==> src/logic/speckle_pkg.sv <==
`default_nettype none

package speckle_pkg;

    // One ADC sample per pixel
    localparam int ADC_W = 12;

    typedef logic [ADC_W-1:0] pixel_t;

    // Cycles per strobe phase, a zero behaves as one
    localparam int DIV_W = 24;

    typedef logic [DIV_W-1:0] clk_div_t;

    typedef enum logic {
        MODE_SCAN   = 1'b0,
        MODE_CONFIG = 1'b1
    } mode_e;

    // Commands for the on-chip shift registers
    typedef enum logic [1:0] {
        CMD_ROW_RST = 2'd0,
        CMD_ROW_BIT = 2'd1,
        CMD_COL_BIT = 2'd2,
        CMD_KEY     = 2'd3
    } chip_cmd_e;

    typedef enum logic [3:0] {
        ST_IDLE    = 4'd0,
        ST_ISSUE   = 4'd1,
        ST_ACK     = 4'd2,
        ST_REL     = 4'd3,
        ST_ADC_ARM = 4'd4,
        ST_ADC     = 4'd5,
        ST_RD      = 4'd6,
        ST_DONE    = 4'd7
    } seq_state_e;

endpackage

`default_nettype wire

==> src/logic/chip_cmd_if.sv <==
`timescale 1ns/1ps
`default_nettype none

interface chip_cmd_if;
    import speckle_pkg::*;

    logic      req;
    chip_cmd_e cmd;
    logic      bit_val;
    clk_div_t  clk_div;
    logic      ack;

    // Four-phase req/ack, cmd and bit_val held while req is high
    modport ctrl (
        output req,
        output cmd,
        output bit_val,
        output clk_div,
        input  ack
    );

    modport drv (
        input  req,
        input  cmd,
        input  bit_val,
        input  clk_div,
        output ack
    );

endinterface

`default_nettype wire

==> src/logic/sensor_sequencer.sv <==
`timescale 1ns/1ps
`default_nettype none

module sensor_sequencer #(
    parameter int N_ROWS = 24,
    parameter int N_COLS = 24
) (
    input  logic                      clk,
    input  logic                      i_rst_n,
    input  logic                      i_start,
    input  speckle_pkg::mode_e        i_mode,
    input  speckle_pkg::pixel_t       i_threshold,
    input  speckle_pkg::clk_div_t     i_clk_div,
    input  speckle_pkg::pixel_t       i_adc_val,
    input  logic                      i_adc_done,
    input  logic                      i_col_last,
    input  logic                      i_row_last,
    input  logic                      i_row_first,
    input  logic [$clog2(N_COLS)-1:0] i_col_idx,
    input  speckle_pkg::pixel_t       i_ram_rdata,
    output logic                      o_busy,
    output logic                      o_done,
    output logic                      o_adc_trigger,
    output logic                      o_cnt_clear,
    output logic                      o_cnt_advance_col,
    output logic                      o_cnt_advance_row,
    output logic                      o_ram_we,
    output logic                      o_ram_re,
    output speckle_pkg::pixel_t       o_ram_wdata,
    chip_cmd_if.ctrl                  chip
);
    import speckle_pkg::*;

    seq_state_e state;
    mode_e      mode_q;
    pixel_t     thr_q;
    clk_div_t   div_q;
    logic       start_q;
    logic       start_rise;
    logic       rel_done;
    logic       adc_fin;
    logic       col_bit;

    // Counter widths need at least two entries per dimension
    if (N_ROWS < 2 || N_COLS < 2) begin : g_size_check
        $error("Pixel array needs at least two rows and two columns");
    end

    assign start_rise = i_start && !start_q;
    assign rel_done   = (state == ST_REL) && !chip.ack;
    assign adc_fin    = (state == ST_ADC) && i_adc_done;

    // Column-0 marker in scan, threshold compare in config
    assign col_bit = (mode_q == MODE_SCAN) ? (i_col_idx == '0) : (i_ram_rdata >= thr_q);

    assign o_cnt_clear = (state == ST_IDLE) && start_rise;

    // Config holds the last column until the key write is done
    assign o_cnt_advance_col = adc_fin
        || (rel_done && chip.cmd == CMD_KEY)
        || (rel_done && chip.cmd == CMD_COL_BIT && mode_q == MODE_CONFIG && !i_col_last);
    assign o_cnt_advance_row = (adc_fin && i_col_last) || (rel_done && chip.cmd == CMD_KEY);

    // Sample goes to memory in the cycle done is seen
    assign o_ram_we    = adc_fin;
    assign o_ram_wdata = i_adc_val;
    assign o_ram_re    = (state == ST_RD);

    assign chip.clk_div = div_q;

    // Run settings
    always_ff @(posedge clk) begin
        if (state == ST_IDLE && start_rise) begin
            mode_q <= i_mode;
            thr_q  <= i_threshold;
            div_q  <= i_clk_div;
        end
    end

    always_ff @(posedge clk) begin
        if (!i_rst_n) begin
            state         <= ST_IDLE;
            start_q       <= 1'b0;
            o_busy        <= 1'b0;
            o_done        <= 1'b0;
            o_adc_trigger <= 1'b0;
            chip.req      <= 1'b0;
            chip.cmd      <= CMD_ROW_RST;
            chip.bit_val  <= 1'b0;
        end else begin
            start_q <= i_start;
            case (state)
                ST_IDLE: begin
                    if (start_rise) begin
                        o_busy   <= 1'b1;
                        chip.cmd <= CMD_ROW_RST;
                        state    <= ST_ISSUE;
                    end
                end
                ST_ISSUE: begin
                    case (chip.cmd)
                        CMD_ROW_BIT: chip.bit_val <= i_row_first;
                        CMD_COL_BIT: chip.bit_val <= col_bit;
                        default:     chip.bit_val <= 1'b0;
                    endcase
                    chip.req <= 1'b1;
                    state    <= ST_ACK;
                end
                ST_ACK: begin
                    if (chip.ack) begin
                        chip.req <= 1'b0;
                        state    <= ST_REL;
                    end
                end
                ST_REL: begin
                    // Next step once the driver has dropped ack
                    if (!chip.ack) begin
                        case (chip.cmd)
                            CMD_ROW_RST: begin
                                chip.cmd <= CMD_ROW_BIT;
                                state    <= ST_ISSUE;
                            end
                            CMD_ROW_BIT: begin
                                if (mode_q == MODE_SCAN) begin
                                    chip.cmd <= CMD_COL_BIT;
                                    state    <= ST_ISSUE;
                                end else begin
                                    state <= ST_RD;
                                end
                            end
                            CMD_COL_BIT: begin
                                if (mode_q == MODE_SCAN) begin
                                    state <= ST_ADC_ARM;
                                end else if (i_col_last) begin
                                    chip.cmd <= CMD_KEY;
                                    state    <= ST_ISSUE;
                                end else begin
                                    state <= ST_RD;
                                end
                            end
                            default: begin
                                if (i_row_last) begin
                                    o_busy <= 1'b0;
                                    o_done <= 1'b1;
                                    state  <= ST_DONE;
                                end else begin
                                    chip.cmd <= CMD_ROW_BIT;
                                    state    <= ST_ISSUE;
                                end
                            end
                        endcase
                    end
                end
                ST_ADC_ARM: begin
                    // Previous conversion must be released first
                    if (!i_adc_done) begin
                        o_adc_trigger <= 1'b1;
                        state         <= ST_ADC;
                    end
                end
                ST_ADC: begin
                    if (i_adc_done) begin
                        o_adc_trigger <= 1'b0;
                        if (i_col_last && i_row_last) begin
                            o_busy <= 1'b0;
                            o_done <= 1'b1;
                            state  <= ST_DONE;
                        end else begin
                            chip.cmd <= i_col_last ? CMD_ROW_BIT : CMD_COL_BIT;
                            state    <= ST_ISSUE;
                        end
                    end
                end
                ST_RD: begin
                    chip.cmd <= CMD_COL_BIT;
                    state    <= ST_ISSUE;
                end
                ST_DONE: begin
                    if (!i_start) begin
                        o_done <= 1'b0;
                        state  <= ST_IDLE;
                    end
                end
                default: state <= ST_IDLE;
            endcase
        end
    end

    // ADC and chip transfers never overlap
    a_trig_no_cmd: assert property (@(posedge clk) disable iff (!i_rst_n)
        o_adc_trigger |-> !chip.req && !chip.ack);

endmodule

`default_nettype wire

==> src/flat_wrapper.sv <==
// flat-port wrapper written by rule: the top's interface ports become plain ports
module sensor_sequencer_flat import speckle_pkg::*;
#(
    parameter int N_ROWS = 24,
    parameter int N_COLS = 24
)
  (clk, i_rst_n, i_start, i_mode, i_threshold, i_clk_div, i_adc_val, i_adc_done, i_col_last, i_row_last, i_row_first, i_col_idx, i_ram_rdata, o_busy, o_done, o_adc_trigger, o_cnt_clear, o_cnt_advance_col, o_cnt_advance_row, o_ram_we, o_ram_re, o_ram_wdata, chip_req, chip_cmd, chip_bit_val, chip_clk_div, chip_ack);
  chip_cmd_if chip_i ();
  input  logic clk;
  input  logic i_rst_n;
  input  logic i_start;
  input  speckle_pkg::mode_e i_mode;
  input  speckle_pkg::pixel_t i_threshold;
  input  speckle_pkg::clk_div_t i_clk_div;
  input  speckle_pkg::pixel_t i_adc_val;
  input  logic i_adc_done;
  input  logic i_col_last;
  input  logic i_row_last;
  input  logic i_row_first;
  input  logic [$clog2(N_COLS)-1:0] i_col_idx;
  input  speckle_pkg::pixel_t i_ram_rdata;
  output logic o_busy;
  output logic o_done;
  output logic o_adc_trigger;
  output logic o_cnt_clear;
  output logic o_cnt_advance_col;
  output logic o_cnt_advance_row;
  output logic o_ram_we;
  output logic o_ram_re;
  output speckle_pkg::pixel_t o_ram_wdata;
  output wire logic [$bits(chip_i.req)-1:0] chip_req;
  output wire logic [$bits(chip_i.cmd)-1:0] chip_cmd;
  output wire logic [$bits(chip_i.bit_val)-1:0] chip_bit_val;
  output wire logic [$bits(chip_i.clk_div)-1:0] chip_clk_div;
  input wire logic [$bits(chip_i.ack)-1:0] chip_ack;
  assign chip_req = chip_i.req;
  assign chip_cmd = chip_i.cmd;
  assign chip_bit_val = chip_i.bit_val;
  assign chip_clk_div = chip_i.clk_div;
  assign chip_i.ack = chip_ack;
  sensor_sequencer #(.N_ROWS(N_ROWS), .N_COLS(N_COLS)) u_core (.clk(clk), .i_rst_n(i_rst_n), .i_start(i_start), .i_mode(i_mode), .i_threshold(i_threshold), .i_clk_div(i_clk_div), .i_adc_val(i_adc_val), .i_adc_done(i_adc_done), .i_col_last(i_col_last), .i_row_last(i_row_last), .i_row_first(i_row_first), .i_col_idx(i_col_idx), .i_ram_rdata(i_ram_rdata), .o_busy(o_busy), .o_done(o_done), .o_adc_trigger(o_adc_trigger), .o_cnt_clear(o_cnt_clear), .o_cnt_advance_col(o_cnt_advance_col), .o_cnt_advance_row(o_cnt_advance_row), .o_ram_we(o_ram_we), .o_ram_re(o_ram_re), .o_ram_wdata(o_ram_wdata), .chip(chip_i));
endmodule
==> config.mk <==
export PLATFORM = sky130hd
export DESIGN_NAME = sensor_sequencer_flat
export DESIGN_NICKNAME = d
export VERILOG_FILES = /design/src/logic/speckle_pkg.sv /design/src/logic/chip_cmd_if.sv /design/src/logic/sensor_sequencer.sv /design/src/flat_wrapper.sv
export SDC_FILE = /design/constraint.sdc
export NUM_CORES = 1
export LEC_CHECK = 0
export BUFFER_PORTS_ARGS = -buffer_cell sky130_fd_sc_hd__buf_2
export CAP_MARGIN = 10
export CELL_PAD_IN_SITES_DETAIL_PLACEMENT = 1
export CELL_PAD_IN_SITES_GLOBAL_PLACEMENT = 2
export CORE_MARGIN = 3
export CORE_UTILIZATION = 25
export CTS_BUF_LIST = sky130_fd_sc_hd__clkbuf_8
export DETAILED_ROUTE_END_ITERATION = 12
export GPL_TIMING_DRIVEN = 1
export PLACE_DENSITY_LB_ADDON = 0.25
export SLEW_MARGIN = 40
export SYNTH_ARGS = -nofsm -noshare
export SYNTH_HDL_FRONTEND = slang
export SYNTH_SLANG_ARGS = --single-unit
export TNS_END_PERCENT = 1
==> constraint.sdc <==
create_clock -name clk -period 7.8 [get_ports clk]
set_input_delay 1.95 -clock clk [delete_from_list [all_inputs] [get_ports clk]]
set_output_delay 1.95 -clock clk [all_outputs]
set_load 0.05 [all_outputs]
== After elaboration in Yosys (flattened, before gate mapping) ==
Index checks and enable logic that the tools add are counted.

* Order comparisons: 1
* Eq/ne operators: 24
* Mux-type cells: 45
* Reduce and logical (&&, ||, !) cells: 31

{| class="wikitable"
|+ Operator list
! operator !! number
|-
| $pmux 4 s8 || 1
|-
| $mux 4 || 7
|-
| $mux 2 || 9
|-
| $ne 2x2->1 const B || 9
|-
| $eq 4x3->1 const B || 4
|-
| $mux 1 || 16
|-
| $reduce_and 7->1 || 2
|-
| $ge 12x12->1 || 1
|-
| $mux 3 || 4
|-
| $pmux 4 s3 || 1
|-
| $logic_and 1x1->1 || 10
|-
| $reduce_and 9->1 || 1
|-
| $eq 4x2->1 const B || 2
|-
| $pmux 2 s4 || 1
|-
| $ne 3x3->1 const B || 2
|-
| $pmux 1 s2 || 3
|-
| $pmux 1 s3 || 2
|-
| $pmux 2 s3 || 1
|-
| $reduce_and 6->1 || 1
|-
| $reduce_bool 3->1 || 2
|-
| $logic_not 5->1 || 1
|-
| $ne 5x5->1 const B || 1
|-
| $eq 2x2->1 const B || 2
|-
| $eq 4x1->1 const B || 1
|-
| 12 further kinds || 17
|}

* Bits in registers: 49
* Input bits: 74
* Output and inout bits: 48
* Word-level logic and storage cells: 112

== Depth between registers and ports, before layout ==
Gate-level depths: netlist (run 1).

* Depth after elaboration: 6
* Gate-level depth with buffers: 7
* Depth with buffers taken out: 7

== Least setup slack after synthesis (run 1) ==
Ideal clock, no wire load.

* Path type: input-to-output
* Start: input port i_start
* End: output port o_cnt_clear
* Arrival time: 6.983 ns
* Required time: 5.850 ns
* Slack: -1.133 ns
* Cell stages on the path: 2
* Buffers on the path: 0
* Cell sequence: nand2b_1 -> nor4_1

* Word-level cells in the longest chain between the ends: 2

{| class="wikitable"
|+ Ends and longest elaborated chain
! item !! line !! text
|-
| start, declared || flat_wrapper.sv:11 || <nowiki>input logic i_start;</nowiki>
|-
| $logic_and 1x1->1 || sensor_sequencer.sv:49 || <nowiki>assign start_rise = i_start && !start_q;</nowiki>
|-
| $logic_and 1x1->1 || sensor_sequencer.sv:56 || <nowiki>assign o_cnt_clear = (state == ST_IDLE) && start_rise;</nowiki>
|-
| end, declared || flat_wrapper.sv:25 || <nowiki>output logic o_cnt_clear;</nowiki>
|}

No other way between the ends.

== Worst setup path after layout (run 1) ==
Same ends and word-level chain as after synthesis.

==> flow_metrics.tcl, run 1 <==
set metrics [dict create \
    grt_usage_pct 11.3 \
    cts.sink_count 48 \
    antenna_found_initial 0 \
    ys_ff_latch 48 \
    status "finished clean" \
    synth_cell_types 48 \
    yosysSeqAreaShare_pct 54.5 \
    powerDensity_nw_per_um2 238 \
    grt_max_degree 40 \
    synth.net_count 305 \
    cts_tree "yes" \
    initial_core_util_pct 26.1 \
    timing.slew.headroom_pct 49.9 \
    async_flop_share_pct 0 \
    fin_util_pct 33.0 \
    endpoint_kind "output pin" \
    numCtsBuffers 5 \
    arrival_ps 3140 \
    clkSlewWorstSetupHoldPaths_ps 100 \
    clk-insertion-delay-late_ps 300 \
    comb_power_share_pct 28.7 \
    p_leak_nw 1.37 \
    final.setup.tns_ps 0 \
    synth_edf_count 37 \
    r2r_cells 5 \
    area_delta_synth_final_pct 26.7 \
    first_pass_iters 3 \
    worstPathRequired_ps 5850 \
    die_h_um 105 \
    p_sw_share_pct 35.3 \
    peakVddDrop_mv 0.102 \
    drv_slew 0 \
    drtIter0Drc 93 \
    hold_violations 0 \
    viasPerCell 4.39 \
    hold_path_class "reg2reg" \
    hold_depth 2 \
    setup_violations 0 \
    period_minus_slack_ps 5090 \
    dieArea_um2 11000 \
    p_int_mw 0.477 \
    path_max_fanout 39 \
    finalClockSkew_ps 7.43 \
    diodes 0 \
    final_antenna_net_count 0 \
    fin_nets 391 \
    synth_area_um2 2440 \
    syn_inst 213 \
    wl_per_cell_um 14.6 \
    first_global_vias 1952 \
    post_cts_resized 0 \
    start_kind "input port" \
    portBuffers 97 \
    p_switching_mw 0.260 \
    regArea_um2 1330 \
    vias 1883 \
    globalRouteOverflowTotal 0 \
    tightest_slew_ps 750 \
    dieWidth_um 105 \
    multi_input_area_um2 921 \
    yosys.area.top_type "edfxtp_1" \
    drive_above_1_share_pct 37.3 \
    grt_pass1_wl_um 9860 \
    place.gp.congestion 0.775 \
    clock_power_share_pct 25.2 \
    yosys-top-cells-area "edfxtp_1 45%, ha_1 9.2%, dfxtp_1 9.0%" \
    io_pins 122 \
    placementRows 35 \
    dp_hpwl_um 4960 \
    drc_errors 0 \
    syn_avg_cell_area_um2 11.5 \
    yosysWarnings 0 \
    clockRootBuffer "clkbuf_8" \
    drv_cap 0 \
    synthFlopType "edfxtp_1" \
    pwr-share-seq_pct 46.1 \
    hold_buffers 0 \
    synth_top_area_share_pct 45.5 \
    worstSetupPathType "in2out" \
    timing.fmax_ghz 0.196 \
    n_fill_cell 1124 \
    finalCritPeriodShare_pct 65.3 \
    coreArea_um2 9370 \
    post_cts_buffers 0 \
    clock_path_buffers 2 \
    wirelength_um 6260 \
    h-tree-depth 2 \
    rsz0062_at_grt "no" \
]
-- synthesized netlist by cell type (2+ instances only) --
library cell and instances:
edfxtp_1 37, nand2b_1 7, nor3_1 3, a21o_1 4, mux2i_1 3, nand3b_1 3
a22oi_1 2, a221oi_1 2, ha_1 18, o21a_1 2, inv_1 18, buf_4 13
dfxtp_1 11, nand2_1 9, a22o_1 2, nor3b_1 2, buf_2 5, o21ai_0 6
o21ai_1 6, a21oi_1 9, nor2b_1 6, nor2_1 15, o311a_1 2, and3_1 2
nand3_1 3
-- metrics by stage --
stage / instance area, µm² / setup slack (ps) / power, mW / cells / hold WS [ps]
2_1_floorplan: 2450 / 984 / 0.518 / 213 / 584
3_3_place_gp: 2980 / 2690 / 0.559 / 421 / 484
3_5_place_dp: 2980 / 2680 / 0.562 / 421 / 488
4_1_cts: 3090 / 2670 / 0.751 / 429 / 508
5_1_grt: 3090 / 2600 / 0.783 / 429 / 555
6_report: 3090 / 2710 / 0.738 / 429 / 503
-- cell families (layout without fill, tap and decap cells) --
| logic type | count (synthesis) | in the layout | synth area share [%] |
|---|---|---|---|
| fa+ha+maj | 18 | 18 | 9.22 |
| flops | 48 | 48 | 54.5 |
| compound gates | 48 | 48 | 13.8 |
| buf+inv | 38 | 125 | 8.40 |
| mux | 3 | 3 | 1.23 |
| xor+xnor | 1 | 1 | 0.359 |
| simple gates | 57 | 57 | 12.4 |
-- area by class of cell --
type | instances | share of cell area (%)
Clock buffer | 5 | 2.22
Multi-Input combinational cell | 127 | 29.8
Clock inverter | 3 | 1.50
Inverter | 19 | 2.30
Sequential cell | 48 | 43.1
Timing Repair Buffer | 98 | 15.9
Tap cell | 129 | 5.22
-- cell usage in the layout (no fill, tap or decap), types with 2 or more instances in the layout --
master / synthesis / layout
a22o_1: 2 / 2
edfxtp_1: 37 / 37
ha_1: 18 / 18
and3_1: 2 / 2
nor2_1: 15 / 15
nand3_1: 3 / 3
nor2b_1: 6 / 6
nor3_1: 3 / 3
nand2_1: 9 / 9
o21ai_1: 6 / 6
mux2i_1: 3 / 3
o21ai_0: 6 / 6
clkbuf_8: 0 / 5
a21oi_1: 9 / 9
a22oi_1: 2 / 2
a21o_1: 4 / 4
nand2b_1: 7 / 7
inv_1: 18 / 18
o311a_1: 2 / 2
nand3b_1: 3 / 3
dfxtp_1: 11 / 10
nor3b_1: 2 / 2
o21a_1: 2 / 2
a221oi_1: 2 / 2
buf_2: 5 / 97
-- critical path, stage by stage --
cell	delay (ps)
buf_2	120
nand2b_1	100
nor4_4	130
buf_4	460
buf_2	360
-- layer usage --
metal | share of wire (%) | track usage [%] | routed length (µm)
met1 | 42 | 13.6 | 2640
met2 | 50 | 19.1 | 3110
met3 | 6.2 | 3.03 | 388
met4 | 2.1 | 4.50 | 131
met5 | 0 | 0 | 0
-- final timing paths --
path,from,to,slack (ps)
setup / recovery,i_start,o_cnt_clear,2710
hold / removal,u_core.o_busy,u_core.o_busy,500
setup reg to reg,u_core.state[0],u_core.state[2],5890
hold reg to reg,u_core.o_busy,u_core.o_busy,500
-- registers in the layout, summed over array words and instances, names as in the netlist --
signal and cells:
u_core.chip.bit_val 1, u_core.state 3, u_core.o_done 1, u_core.start_q 1, u_core.thr_q 12, u_core.o_adc_trigger 1
u_core.o_busy 1, u_core.mode_q 1, u_core.chip.cmd 2, u_core.chip.clk_div 24, u_core.chip.req 1
-- power groups by stage --
stage,combinational [mW],clock (mW),sequential [mW]
after global routing,0.232,0.205,0.346
after floorplan,0.120,0,0.398
after detailed placement,0.215,0,0.347
final,0.212,0.186,0.340
after CTS,0.216,0.194,0.341
after global placement,0.213,0,0.346
Power figures use the tool's default switching activity.
==> run 2: changes to the inputs <==
--- a/config.mk
+++ b/config.mk
@@ -10,7 +10,7 @@
 export CELL_PAD_IN_SITES_DETAIL_PLACEMENT = 1
 export CELL_PAD_IN_SITES_GLOBAL_PLACEMENT = 2
 export CORE_MARGIN = 3
-export CORE_UTILIZATION = 25
+export CORE_UTILIZATION = 28
 export CTS_BUF_LIST = sky130_fd_sc_hd__clkbuf_8
 export DETAILED_ROUTE_END_ITERATION = 12
 export GPL_TIMING_DRIVEN = 1
==> constraint.sdc (replaced) <==
create_clock -name clk -period 4.8 [get_ports clk]
set_input_delay 1.2 -clock clk [delete_from_list [all_inputs] [get_ports clk]]
set_output_delay 1.2 -clock clk [all_outputs]
set_load 0.05 [all_outputs]
==> run 2 against run 1 <==
Cell count down 5.6%. First-iteration DRC count shrank 16%. Combinational power rose by 62%. Power is 69% higher. Global-route usage rose by 0.71 points. Hold slack worse by 3.3 ps. Critical endpoint is now o_cnt_advance_row. Worst setup slack worse by 1400 ps. Sequential cell count unchanged. Cell area down 0.24%. Count of clock-buffer cells in the layout did not move.
==> flow_metrics.tcl, run 2 (synthesis gave the netlist of run 1 again) <==
set metrics [dict create \
    powerDensity_nw_per_um2 404 \
    post_cts_resized 0 \
    peakVddDrop_mv 0.245 \
    grt_pass1_wl_um 9430 \
    placementRows 33 \
    pwr-share-seq_pct 44.5 \
    portBuffers 97 \
    r2r_cells 5 \
    mostFrequentLayoutCells "97 x buf_2, 37 x edfxtp_1, 18 x inv_1, 18 x ha_1, 15 x nor2_1" \
    h-tree-depth 2 \
    timing.slew.headroom_pct 47.2 \
    status "finished clean" \
    rsz0062_at_grt "no" \
    p_sw_share_pct 33.5 \
    place.gp.congestion 0.748 \
    drv_slew 0 \
    tightest_slew_ps 791 \
    hold_violations 0 \
    hold_buffers 0 \
    vias 1859 \
    numCtsBuffers 5 \
    start_kind "input port" \
    fin_cells 405 \
    period_minus_slack_ps 3470 \
    final_common_cell "buf_2" \
    initial_core_util_pct 29.3 \
    hp-start "u_core.o_busy" \
    min_to "u_core.o_busy" \
    timing.fmax_ghz 0.288 \
    first_global_vias 1852 \
    area_delta_synth_final_pct 26.4 \
    post_cts_buffers 0 \
    hold_depth 2 \
    grt_max_degree 39 \
    grt_usage_pct 12.0 \
    globalRouteOverflowTotal 0 \
    wirelength_um 6030 \
    fin_nets 391 \
    first_pass_iters 6 \
    clkSlewWorstSetupHoldPaths_ps 90 \
    drc_errors 0 \
    dp_hpwl_um 4640 \
    dieWidth_um 99.4 \
    drtIter0Drc 78 \
    wl_per_cell_um 14.9 \
    endpoint_kind "output pin" \
    clock_power_share_pct 27.9 \
    drv_cap 0 \
    final_antenna_net_count 0 \
    hold_path_class "reg2reg" \
    path_max_fanout 4 \
    viasPerCell 4.59 \
    finalCritPeriodShare_pct 72.4 \
    io_pins 122 \
    p_int_mw 0.829 \
    clk-insertion-delay-late_ps 290 \
    worstSetupPathType "in2out" \
    r2r-start "u_core.state[0]" \
    dieArea_um2 9880 \
    arrival_ps 2270 \
    setup_violations 0 \
    drive_above_1_share_pct 37.3 \
    final.setup.tns_ps 0 \
    p_switching_mw 0.418 \
    power.total_mw 1.25 \
    ff2ff_setup_slack_ps 2880 \
    coreArea_um2 8340 \
    worstPathRequired_ps 3600 \
    die_h_um 99.4 \
    pre_cts_ws_ps 1320 \
    cts_tree "yes" \
    layout_setup_ws_ps 1330 \
    diodes 0 \
    clock_path_buffers 2 \
    p_leak_nw 1.38 \
    finalClockSkew_ps 6.82 \
    clockRootBuffer "clkbuf_8" \
    cts.sink_count 48 \
    dp_cells 397 \
    comb_power_share_pct 27.6 \
    antenna_found_initial 0 \
    largest_reg_flops 24 \
    r2r-end "u_core.chip.cmd[1]" \
]
==> run 2: changes by cell type in the layout (fill, tap and decap cells not counted), sizes merged <==
cell      before  now
clkinvlp       1    0
bufinv         1    2
==> run 2: worst max-delay path by stage <==
stage	slack [ps]	cells after the start	to	startpoint
after floorplan	640	2	o_cnt_clear	i_start
after global placement	1350	5	o_cnt_advance_row	i_adc_done
after detailed placement	1320	5	o_cnt_advance_row	i_adc_done
after CTS	1300	5	o_cnt_advance_row	i_adc_done
after global routing	1250	5	o_cnt_advance_row	i_adc_done
final	1330	5	o_cnt_advance_row	i_adc_done
==> run 2: routing by layer <==
metal	share of wire, %	vias up	track usage [%]
li1	-	925	-
met1	42	878	15.5
met2	50	54	19.8
met3	7.2	2	3.79
met4	0.73	0	2.63
met5	0	-	0
==> run 2: cell type report <==
class,instances,area [µm²]
Inverter,19,71.3
Timing Repair Buffer,98,493
Sequential cell,48,1330
Tap cell,105,131
Multi-Input combinational cell,127,921
Fill cell,963,5250
Clock inverter,3,68.8
Clock buffer,5,68.8
==> run 2: critical path: stages <==
cell and delay, ps:
buf_2 100, nor2b_1 330, and3_1 250, a22o_1 140, buf_2 250
==> run 2: stage by stage <==
| stage | hold WS, ps | area, µm² | utilization [%] |
|---|---|---|---|
| after floorplan | 584 | 2460 | - |
| after global placement | 485 | 2950 | 35.3 |
| after detailed placement | 488 | 2950 | 35.3 |
| after CTS | 508 | 3090 | 37.0 |
| after global routing | 526 | 3090 | 37.0 |
| final | 499 | 3090 | 37.0 |
==> run 2: power groups by stage <==
| stage | combinational [mW] | sequential [mW] | clock, mW |
|---|---|---|---|
| floorplan | 0.198 | 0.644 | 0 |
| global placement | 0.346 | 0.561 | 0 |
| detailed placement | 0.348 | 0.563 | 0 |
| CTS | 0.351 | 0.554 | 0.363 |
| global route | 0.376 | 0.562 | 0.376 |
| finish | 0.344 | 0.555 | 0.348 |
